[config.mk]
export PLATFORM = sky130hd
export DESIGN_NAME = icache_top
export DESIGN_NICKNAME = d
export VERILOG_FILES = /design/src/hw/icache_pkg.sv /design/src/hw/icache_ctrl.sv /design/src/hw/icache_tag_array.sv /design/src/hw/icache_data_array.sv /design/src/hw/icache_refill.sv /design/src/hw/icache_top.sv
export VERILOG_INCLUDE_DIRS = /design/src /design/src/hw
export SDC_FILE = /design/constraint.sdc
export NUM_CORES = 2
export LEC_CHECK = 0
export BUFFER_PORTS_ARGS = -buffer_cell sky130_fd_sc_hd__buf_2
export CAP_MARGIN = 30
export CORE_MARGIN = 5
export CORE_UTILIZATION = 35
export CTS_BUF_LIST = sky130_fd_sc_hd__clkbuf_2 sky130_fd_sc_hd__clkbuf_4 sky130_fd_sc_hd__clkbuf_8
export DETAILED_ROUTE_END_ITERATION = 12
export PLACE_DENSITY_LB_ADDON = 0.25
export SETUP_SLACK_MARGIN = 0.5
export SLEW_MARGIN = 10
export SYNTH_ARGS = -nofsm -noshare
export SYNTH_HDL_FRONTEND = slang
export SYNTH_SLANG_ARGS = --single-unit
export TNS_END_PERCENT = 1
[constraint.sdc]
create_clock -name clock -period 21.1 [get_ports clock]
set_clock_uncertainty 0.2 [all_clocks]
set_input_delay 4.22 -clock clock [delete_from_list [all_inputs] [get_ports clock]]
set_output_delay 4.22 -clock clock [all_outputs]
set_load 0.05 [all_outputs]
[src/hw/icache_settings.svh]
`ifndef ICACHE_SETTINGS_SVH
`define ICACHE_SETTINGS_SVH

// --------------------
// cache geometry
// --------------------

`define ICACHE_INDEX_BITS       4   // 16 lines
`define ICACHE_LINE_WORDS_LOG2  2   // 4 words, 16 bytes per line

`define ICACHE_LINE_WORDS       (1 << `ICACHE_LINE_WORDS_LOG2)
`define ICACHE_OFFSET_BITS      (`ICACHE_LINE_WORDS_LOG2 + 2)   // word select + byte
`define ICACHE_TAG_BITS         (32 - `ICACHE_INDEX_BITS - `ICACHE_OFFSET_BITS)

// --------------------
// memory map
// --------------------

// top nibble of the burst capable memory
`define ICACHE_BURST_REGION     4'ha

`endif

[src/hw/icache_pkg.sv]
`default_nettype none

`include "icache_settings.svh"

package icache_pkg;

    // --------------------
    // address decode
    // --------------------

    typedef logic [`ICACHE_TAG_BITS-1:0] tag_t;

    // byte offset inside a line
    typedef struct packed {
        logic [`ICACHE_LINE_WORDS_LOG2-1:0] word_sel;   // word within line
        logic [1:0]                         byte_sel;   // always 0 for fetch
    } offset_t;

    typedef struct packed {
        tag_t                           tag;
        logic [`ICACHE_INDEX_BITS-1:0]  index;
        offset_t                        offset;
    } fetch_fields_t;

    // same 32 bits, read flat or split up
    typedef union packed {
        logic [31:0]    word;
        fetch_fields_t  fields;
    } fetch_addr_t;

    // one line, word 0 in the low bits
    typedef logic [`ICACHE_LINE_WORDS*32-1:0] line_t;

    // handed from ctrl to refill at miss start
    typedef struct packed {
        logic [31:0]    base;   // line aligned
        logic           burst;  // memory walks the line itself
    } refill_req_t;

endpackage

`default_nettype wire

[src/hw/icache_ctrl.sv]
`timescale 1ns/1ps
`default_nettype none

`include "icache_settings.svh"

module icache_ctrl (
    input  wire                             clock,
    input  wire                             reset,

    // fetch side
    input  wire icache_pkg::fetch_addr_t    addr,
    input  wire                             ifu_valid,
    output logic                            ifu_ready,
    output logic [31:0]                     data,

    // lookup
    input  wire                             hit,
    input  wire  [31:0]                     line_word,
    output logic                            tag_write,

    // refill engine
    output logic                            refill_start,
    output icache_pkg::refill_req_t         refill_req,
    input  wire                             refill_done
);
    import icache_pkg::*;

    // --------------------
    // states
    // --------------------

    localparam logic [1:0] ST_IDLE    = 2'd0;   // lookup on every valid cycle
    localparam logic [1:0] ST_REFILL  = 2'd1;   // waiting on memory beats
    localparam logic [1:0] ST_UPDATE  = 2'd2;   // tag write, word capture
    localparam logic [1:0] ST_RESPOND = 2'd3;   // ready pulse

    logic [1:0] state;
    logic [1:0] state_next;
    logic       lookup_hit;
    logic       lookup_miss;

    assign lookup_hit  = (state == ST_IDLE) && ifu_valid && hit;
    assign lookup_miss = (state == ST_IDLE) && ifu_valid && !hit;

    always_comb begin
        state_next = state;
        case (state)
            ST_IDLE: begin
                if (ifu_valid) begin
                    state_next = hit ? ST_RESPOND : ST_REFILL;   // hit answers next cycle
                end
            end
            ST_REFILL: begin
                if (refill_done) begin
                    state_next = ST_UPDATE;
                end
            end
            ST_UPDATE:  state_next = ST_RESPOND;
            ST_RESPOND: state_next = ST_IDLE;   // held request gets looked up again
            default:    state_next = ST_IDLE;
        endcase
    end

    always_ff @(posedge clock) begin
        if (reset) begin
            state <= ST_IDLE;
        end else begin
            state <= state_next;
        end
    end

    // --------------------
    // response word
    // --------------------

    // line is complete by update, so the word is good in both cases
    always_ff @(posedge clock) begin
        if (lookup_hit || (state == ST_UPDATE)) begin
            data <= line_word;
        end
    end

    assign ifu_ready = (state == ST_RESPOND);   // one cycle only
    assign tag_write = (state == ST_UPDATE);

    // --------------------
    // miss start
    // --------------------

    assign refill_start = lookup_miss;

    // drop the offset for the line base
    assign refill_req.base  = {addr.fields.tag, addr.fields.index,
                               {`ICACHE_OFFSET_BITS{1'b0}}};
    assign refill_req.burst = (addr.word[31:28] == `ICACHE_BURST_REGION);

    // --------------------
    // checks
    // --------------------

    // back to back ready would answer one request twice
    assert property (@(posedge clock) disable iff (reset)
        ifu_ready |=> !ifu_ready);

    // a miss leaves idle straight into refill
    assert property (@(posedge clock) disable iff (reset)
        refill_start |-> (state == ST_IDLE) ##1 (state == ST_REFILL));

endmodule

`default_nettype wire

[src/hw/icache_tag_array.sv]
`timescale 1ns/1ps
`default_nettype none

`include "icache_settings.svh"

module icache_tag_array (
    input  wire                             clock,
    input  wire                             reset,
    input  wire icache_pkg::fetch_addr_t    addr,
    input  wire                             tag_write,
    output logic                            hit
);
    import icache_pkg::*;

    localparam int LINES = 1 << `ICACHE_INDEX_BITS;

    tag_t               tags [LINES];   // no reset, guarded by valid
    logic [LINES-1:0]   valid;

    // --------------------
    // update
    // --------------------

    always_ff @(posedge clock) begin
        if (tag_write) begin
            tags[addr.fields.index] <= addr.fields.tag;
        end
    end

    always_ff @(posedge clock) begin
        if (reset) begin
            valid <= '0;                            // cold cache
        end else if (tag_write) begin
            valid[addr.fields.index] <= 1'b1;
        end
    end

    // --------------------
    // lookup
    // --------------------

    assign hit = valid[addr.fields.index] && (tags[addr.fields.index] == addr.fields.tag);

    // ctrl only writes from update, never out of reset
    assert property (@(posedge clock) !(tag_write && reset));

endmodule

`default_nettype wire

[src/hw/icache_data_array.sv]
`timescale 1ns/1ps
`default_nettype none

`include "icache_settings.svh"

module icache_data_array (
    input  wire                             clock,
    input  wire icache_pkg::fetch_addr_t    addr,
    input  wire                             beat_en,
    input  wire  [31:0]                     chdata,
    output logic [31:0]                     line_word
);
    import icache_pkg::*;

    localparam int LINES     = 1 << `ICACHE_INDEX_BITS;
    localparam int LINE_BITS = $bits(line_t);

    line_t  lines [LINES];  // line store
    line_t  cur_line;       // line at the request index
    logic [`ICACHE_LINE_WORDS_LOG2+4:0] word_lsb;   // bit position of the word

    assign cur_line = lines[addr.fields.index];

    // --------------------
    // refill
    // --------------------

    // each beat enters at the top and pushes older words down,
    // after the last beat word 0 sits in the low bits
    always_ff @(posedge clock) begin
        if (beat_en) begin
            lines[addr.fields.index] <= {chdata, cur_line[LINE_BITS-1:32]};
        end
    end

    // --------------------
    // read
    // --------------------

    assign word_lsb  = {addr.fields.offset.word_sel, 5'd0};     // word_sel * 32
    assign line_word = cur_line[word_lsb +: 32];                // comb read

endmodule

`default_nettype wire

[src/hw/icache_refill.sv]
`timescale 1ns/1ps
`default_nettype none

`include "icache_settings.svh"

module icache_refill (
    input  wire                             clock,
    input  wire                             reset,
    input  wire                             refill_start,
    input  wire icache_pkg::refill_req_t    refill_req,

    // memory port
    output logic                            chvalid,
    output logic [31:0]                     chaddr,
    output logic                            chburst,
    input  wire                             chready,

    output logic                            beat_en,    // to data array
    output logic                            refill_done
);
    import icache_pkg::*;

    logic [`ICACHE_LINE_WORDS_LOG2-1:0] beat_cnt;   // wraps to 0 after the last beat
    logic [31:0]                        addr_q;
    logic                               burst_q;
    logic                               last_beat;

    assign beat_en   = chvalid && chready;      // chready alone is ignored
    assign last_beat = beat_en && (beat_cnt == {`ICACHE_LINE_WORDS_LOG2{1'b1}});

    // --------------------
    // control
    // --------------------

    always_ff @(posedge clock) begin
        if (reset) begin
            chvalid     <= 1'b0;
            burst_q     <= 1'b0;
            beat_cnt    <= '0;
            refill_done <= 1'b0;
        end else begin
            refill_done <= last_beat;               // cycle after the last beat
            if (refill_start) begin
                chvalid  <= 1'b1;
                burst_q  <= refill_req.burst;
                beat_cnt <= '0;
            end else if (beat_en) begin
                beat_cnt <= beat_cnt + 1'b1;
                if (last_beat) begin
                    chvalid <= 1'b0;
                end
            end
        end
    end

    // --------------------
    // address
    // --------------------

    always_ff @(posedge clock) begin
        if (refill_start) begin
            addr_q <= refill_req.base;
        end else if (beat_en && !burst_q) begin
            addr_q <= addr_q + 32'd4;               // next word, burst holds base
        end
    end

    assign chaddr  = addr_q;
    assign chburst = burst_q;

    // stray strobes leave the count alone
    assert property (@(posedge clock) disable iff (reset)
        (chready && !chvalid && !refill_start) |=> $stable(beat_cnt));

    // one miss at a time
    assert property (@(posedge clock) disable iff (reset)
        refill_start |-> !chvalid && !refill_done);

endmodule

`default_nettype wire

[src/hw/icache_top.sv]
`timescale 1ns/1ps
`default_nettype none

module icache_top (
    input  wire                             clock,
    input  wire                             reset,

    // fetch side
    input  wire icache_pkg::fetch_addr_t    addr,
    input  wire                             ifu_valid,
    output logic [31:0]                     data,
    output logic                            ifu_ready,

    // memory side
    output logic                            chvalid,
    output logic [31:0]                     chaddr,
    output logic                            chburst,
    input  wire                             chready,
    input  wire  [31:0]                     chdata
);
    import icache_pkg::*;

    // --------------------
    // internal nets
    // --------------------

    logic           hit;            // tag array -> ctrl
    logic [31:0]    line_word;      // data array -> ctrl
    logic           tag_write;
    logic           refill_start;
    refill_req_t    refill_req;
    logic           refill_done;
    logic           beat_en;        // refill -> data array

    icache_ctrl u_ctrl (
        .clock        (clock),
        .reset        (reset),
        .addr         (addr),
        .ifu_valid    (ifu_valid),
        .ifu_ready    (ifu_ready),
        .data         (data),
        .hit          (hit),
        .line_word    (line_word),
        .tag_write    (tag_write),
        .refill_start (refill_start),
        .refill_req   (refill_req),
        .refill_done  (refill_done)
    );

    icache_tag_array u_tag_array (
        .clock     (clock),
        .reset     (reset),
        .addr      (addr),
        .tag_write (tag_write),
        .hit       (hit)
    );

    icache_data_array u_data_array (
        .clock     (clock),
        .addr      (addr),
        .beat_en   (beat_en),
        .chdata    (chdata),
        .line_word (line_word)
    );

    icache_refill u_refill (
        .clock        (clock),
        .reset        (reset),
        .refill_start (refill_start),
        .refill_req   (refill_req),
        .chvalid      (chvalid),
        .chaddr       (chaddr),
        .chburst      (chburst),
        .chready      (chready),
        .beat_en      (beat_en),
        .refill_done  (refill_done)
    );

endmodule

`default_nettype wire

# After elaboration in Yosys (flattened, before gate mapping)
# Memory sizes are Yosys's and may differ from the RTL's.
# Index checks and enable logic that the tools add are counted.
# Widths: inputs -> output; s select.
# totals
output_inout_bits	67
input_bits	68
ramBits	2432
wordCells	60
ff_bits	87
mem_count	2
# op_classes
n_eq_ne	8
reduce_logical	18
magnitude_cmp	2
add_sub_neg	2
shifts	1
bitwise_logic	1
muxes	17
# mem_list
name	words	word_bits	rd	rd_clocked_by_memory_dff	wr	line_no	rtl
u_data_array.lines	16	128	1	0	1	icache_data_array.sv:18	line_t lines [LINES];
u_tag_array.tags	16	24	1	0	1	icache_tag_array.sv:17	tag_t tags [LINES];
# op_table
op	count
$shiftx 128x8->32	1
$mux 32	2
$add 32x3->32 const B	1
$eq 24x24->1	1
$or 16x16->16	1
$mux 1	9
$logic_and 1x1->1	8
$pmux 2 s4	1
$eq 2x2->1 const B	3
$mux 2	3
$reduce_bool 2->1	3
$lt 4x5->1 const B	1
$bmux 1 s4	1
$demux 1 s4	1
$eq 4x4->1 const B	1
$ge 4x1->1 const B	1
$reduce_and 2->1	2
$add 2x1->2 const B	1
$eq 2x1->1 const B	1
$logic_not 1->1	2
$logic_not 2->1	1
$ne 2x1->1 const B	1
$ne 2x2->1 const B	1
$reduce_or 2->1	1
$logic_or 1x1->1	1

# Depth between registers and ports, before layout
# logic_depth
depth_word	7
ltp_mapped	13
ltp_nobuf	9

# By module
# Synthesis repeated with hierarchy kept, for this count alone.
# hier_totals
cells_unflattened	4480
hier_area_um2	97616.1
# by_module_without_submodules
module	seq_area_each_um2	area_per_inst_um2	cells_per_inst	instances
icache_data_array	61499.0	78403.9	3418	1
icache_tag_array	11851.4	15721.3	758	1
icache_refill	1061.0	2094.5	218	1
icache_ctrl	1001.0	1396.3	86	1

# Worst setup path after synthesis
# OpenSTA, ideal clock, no wires.
# synth_timing
path_kind	input -> register
startpoint	input addr[7] in the netlist's numbering
endpoint	memory u_data_array.lines[10][0] in the netlist's numbering, enable pin
slack_ps	8612
cell_stages	9
n_path_buf	7
required_ps	20283
arrival_time_ps	11670
setup_ps	617
cell_sequence	clkbuf_1 buf_2 buf_2 buf_1 buf_2 clkbuf_1 clkbuf_1 nand2_1 nor2_1
# synth_rtl
element	line_no	rtl
start, declared	icache_top.sv:9	input wire icache_pkg::fetch_addr_t addr,
end, declared	icache_data_array.sv:18	
# Straight into the memory's write port.

# Worst setup path in the final report
# layout_timing
startpoint	input addr[4] in the netlist's numbering
endpoint	register u_refill.addr_q[22], in the netlist u_refill.chaddr[22], enable pin
# layout_via
elab_chain_cells	6
word_cells_on_any_way	8
cone_classes	1 x eq/ne; 2 x mux; 4 x reduce/logical; 1 x memory
# layout_lines
element	line_no	rtl
$mem_v2 16x24 / $bmux 1 s4 (equally long branches)	n/a	
$eq 24x24->1 / $mux 1 (equally long branches)	icache_tag_array.sv:42	assign hit = valid[addr.fields.index] && (tags[addr.fields.index] == addr.fields.tag);
$logic_and 1x1->1 (*)	icache_tag_array.sv:42	
$logic_not 1->1 (*)	icache_ctrl.sv:43	assign lookup_miss = (state == ST_IDLE) && ifu_valid && !hit;
$logic_and 1x1->1 (*)	icache_ctrl.sv:43	
$reduce_bool 2->1 (no line) (*)	n/a	
end signal, assigned	icache_refill.sv:62	addr_q <= refill_req.base;
end signal, assigned	icache_refill.sv:64	addr_q <= addr_q + 32'd4;
end, declared	icache_refill.sv:24	logic [31:0] addr_q;
# Every way passes the cells marked *; elsewhere a longest branch is shown, timed or not. The select of a mux whose other input is x is not followed.
# A chain may end at the register's enable or synchronous reset.

==> key figures <==
Yosys
  – Cells after Synth: 3895
  – Post-synthesis mux area share: 18.8%
  – EDFF count, synth: 2492
  – Post-synthesis register bit count: 2517
  – Synth warn: 0
  – Distinct cell type count after synthesis: 58
  – Compound-Gate Fraction of Synth Area: 0.460%
  – Adder-cell share of the synthesized area: 0.0909%
  – Post-synth top flop: edfxtp_1
  – XOR/XNOR Fraction of Synth Area: 0.500%
  – Largest family of logic cells by synthesized area: multiplexers
  – Post-synthesis simple-gate area fraction: 0.983%
  – Post-Syn Area: 96300 µm²
  – FFs w/ async S/R, synth: 0%
  – Syn avg cell area: 24.7 µm²
  – Sequential fraction of the synthesis area: 78.2%

CTS
  – CTS sink count: 2517
  – # hold bufs at CTS: 0
  – Worst-Skew Late Latency: 1.00 ns
  – CTS H-Tree Depth: 5
  – Longest Clk Path Bufs: 4
  – Post-cts resize count: 0
  – Postcts setup bufs: 0
  – TritonCTS clock tree: yes
  – TritonCTS buffer count: 414
  – Clk root buf: clkbuf_8
  – Clock-pin slew on the worst setup and hold paths: 0.06 ns

Placed design
  – Pre-CTS setup slack: 10.73 ns
  – Final GP Congestion: 0.733
  – Port Buffers: 130
  – Final HPWL DP: 113000 µm

Floorplan
  – Die area: 286000 µm²
  – # IOs: 135
  – Row count: 192
  – Initial core utilization: 35.2%
  – Placeable Area: 274000 µm²
  – Die extent in y: 535 µm
  – Die Width: 535 µm

Power
  – Maximum vdd ir drop: 46.4 µV
  – LEAKAGE: 34.0 nW
  – Pwr per Cell Area: 96.2 nW/µm²
  – Pint: 0.00805 W
  – Power share of the sequential group: 54.1%
  – Clock power share: 38.2%
  – Switching Share: 23.9%
  – Combinational group share of total power: 7.7%
  – Psw: 0.00252 W

Min path
  – Worst hold endpoint: u_tag_array.valid[6]$_SDFFE_PP0P_
  – Hold Startpoint: u_tag_array.valid[6]$_SDFFE_PP0P_
  – Hold Path Stages: 2
  – Kind of path behind the tightest hold check: reg2reg

Critical path
  – Critical Path RT: 21.60 ns
  – RR Startpoint: u_refill.chvalid$_SDFFE_PP0P_
  – Crit Path Class: in2reg
  – Worst Setup End Kind: flop
  – FF-to-FF path depth: 5
  – Reg-to-Reg End: u_data_array.lines[15][1]$_DFFE_PP_
  – Largest delay share family, worst path: buffers and inverters
  – Most frequent cell on the critical path: buf_4
  – Max incr delay on CP: 0.76 ns
  – Crit path buf inv count: 4
  – Cell Chain, Critical Path: buf_8, buf_4, buf_4, mux4_2, a22o_1, a221oi_2, xnor2_1, or4_4, nor4_4, a21o_4, nand2_1, buf_4
  – Slowest cell on the critical path: buf_4
  – R2r setup slk: 16.36 ns
  – CP Max Fanout: 54
  – CP arrival: 9.70 ns
  – Startpoint types: primary input

Detailed routing
  – Via count: 43400
  – Routed len/inst: 27.8 µm
  – DRC errors left: 0
  – Vias per cell: 5.26
  – Iter 0 DRT Violations: 3975
  – Drt pass-1 iters: 5
  – Final wirelength: 229000 µm
  – Antenna Violating Nets Remaining: 0

Cells and area
  – Nets: 4425
  – Synthesis-to-finish area growth: 14.1%
  – Layout cell share with drive strength beyond 1: 35.7%

Run
  – Maxcap violations: 0

Global route
  – Vias in the first global route: 46700
  – Top Usage Layer GRT: met2
  – Total GRT Usage: 15.8%
  – Gr ovfl total: 0
  – Pin count of the biggest net entering global routing: 118
  – Initial antenna violation count: 27
  – GR Layer Usage met3: 2.94%
  – Met2 Use GR: 25.8%
  – First-pass GRT wire length: 331000 µm
  – GR met1 Demand/Resource: 21.9%

Timing
  – Setup violators final: 0
  – Fmax: 109 MHz
  – RSZ-0062 raised after global routing: false
  – Tightest hold margin: 0.267 ns
  – Actual slew at the worst max-slew pin: 1.12 ns
  – Setup TNS Final: 0 ns
  – Fin crit share: 43.6%
  – Minimum clock period: 9.20 ns
  – Fin. max-slew vios: 0
  – Fin. Hold Viols: 0
  – Worst setup margin: 11.90 ns
  – Headroom to the max-slew limit: 25.4%

Status
  – Status: complete, no violations
[metrics by stage]
step | utilization, % | cells | instance area, µm² | power (W)
final | 40.1 | 8258 | 110000 | 0.0106
after global routing | 40.1 | 8253 | 110000 | 0.0110
after CTS | 40.1 | 8245 | 110000 | 0.0107
after detailed placement | 37.3 | 7519 | 102000 | 0.00666
after global placement | 37.1 | 7501 | 102000 | 0.00664
after floorplan | - | 3896 | 96300 | 0.00636
[worst max-delay path by stage]
stage,start,end,slack (ns),cells past startpoint
after floorplan,addr[7],u_data_array.lines[10][0]$_DFFE_PP_,8.61,9
after global placement,addr[4],u_refill.chaddr[28]$_DFFE_PP_,10.71,12
after detailed placement,addr[4],u_refill.chaddr[28]$_DFFE_PP_,10.73,12
after CTS,addr[4],u_refill.chaddr[22]$_DFFE_PP_,11.85,12
after global routing,addr[4],u_refill.chaddr[22]$_DFFE_PP_,11.53,12
final,addr[4],u_refill.chaddr[22]$_DFFE_PP_,11.90,12
[layer usage]
layer	routed length, µm	up-vias
li1	-	17900
met1	99300	23900
met2	112000	1291
met3	12900	396
met4	4990	14
met5	91	-
[worst reg2reg max path, delay by kind of cell (launching register included)]
kind	cells	cell delay [ns]
buffers and inverters	3	2.47
and+or+nand+nor	2	1.20
DFF	1	0.48
[layout make-up]
| class | instances | area [µm²] |
|---|---|---|
| antenna | 9 | 22.5 |
| clock buffer | 554 | 6800 |
| clock inverter | 172 | 953 |
| fill | 24100 | 164000 |
| inverter | 17 | 71.3 |
| multi-input combinational | 1169 | 20300 |
| sequential | 2517 | 75300 |
| tap | 3589 | 4490 |
| timing repair buffer | 231 | 1930 |
[synthesized netlist by cell type (4+ instances only)]
| cell | number | area, µm² |
|---|---|---|
| nor3_1 | 8 | 40.0 |
| a221oi_1 | 4 | 35.0 |
| a211oi_1 | 4 | 30.0 |
| edfxtp_1 | 2492 | 74800 |
| mux2_2 | 5 | 56.3 |
| clkbuf_1 | 106 | 398 |
| nor2_1 | 107 | 402 |
| a22o_1 | 5 | 43.8 |
| buf_2 | 46 | 230 |
| nand2_1 | 34 | 128 |
| inv_1 | 16 | 60.1 |
| nor4_1 | 4 | 25.0 |
| mux2i_1 | 40 | 400 |
| dfxtp_1 | 25 | 500 |
| nand2b_1 | 4 | 25.0 |
| buf_1 | 26 | 97.6 |
| a21oi_1 | 7 | 35.0 |
| o21ai_0 | 8 | 40.0 |
| ha_1 | 7 | 87.6 |
| o211ai_1 | 4 | 30.0 |
| mux4_2 | 769 | 17300 |
| and4_1 | 4 | 35.0 |
| xor2_1 | 24 | 210 |
| mux2_1 | 29 | 327 |
| xnor2_1 | 31 | 272 |
| or3_1 | 5 | 31.3 |
| buf_4 | 6 | 45.0 |
| buf_6 | 9 | 101 |
| nand4_1 | 10 | 62.6 |
| nor2b_1 | 5 | 31.3 |
| nand3_1 | 13 | 65.1 |
[cell usage in the layout (no fill, tap or decap), types with 31 or more instances in the layout]
master / synthesis / routed
nor2_1: 107 / 75
buf_4: 6 / 72
mux4_2: 769 / 769
clkbuf_4: 0 / 132
buf_2: 46 / 125
clkbuf_8: 0 / 423
mux2i_1: 40 / 40
nor2_4: 0 / 32
nand2_1: 34 / 34
clkinv_1: 0 / 111
clkinv_2: 0 / 32
xnor2_1: 31 / 31
edfxtp_1: 2492 / 2492
[registers in the layout, summed over array words and instances, names as in the netlist]
register              flops
u_tag_array.tags        384
u_refill.chburst          1
u_ctrl.data              32
u_refill.chaddr          30
u_refill.refill_done      1
u_refill.chvalid          1
u_ctrl.state              2
u_data_array.lines     2048
u_refill.beat_cnt         2
u_tag_array.valid        16
[power by group through the flow]
| stage | clock network (W) | registers [W] | logic, W |
|---|---|---|---|
| global route | 0.00440 | 0.00573 | 0.000868 |
| global placement | 0 | 0.00583 | 0.000811 |
| detailed placement | 0 | 0.00583 | 0.000828 |
| floorplan | 0 | 0.00594 | 0.000419 |
| CTS | 0.00417 | 0.00573 | 0.000829 |
| finish | 0.00404 | 0.00572 | 0.000813 |
[cell families (layout without fill, tap and decap cells)]
| family | Yosys count | in the layout |
|---|---|---|
| AND/OR/NAND/NOR | 204 | 204 |
| adder cells (fa/ha/maj) | 7 | 7 |
| AO/OA/AOI/OAI | 58 | 58 |
| flip-flops | 2517 | 2517 |
| multiplexers | 843 | 843 |
| other | 1 | 11 |
| buffers and inverters | 210 | 974 |
| XOR/XNOR | 55 | 55 |
Power figures use the tool's default switching activity.
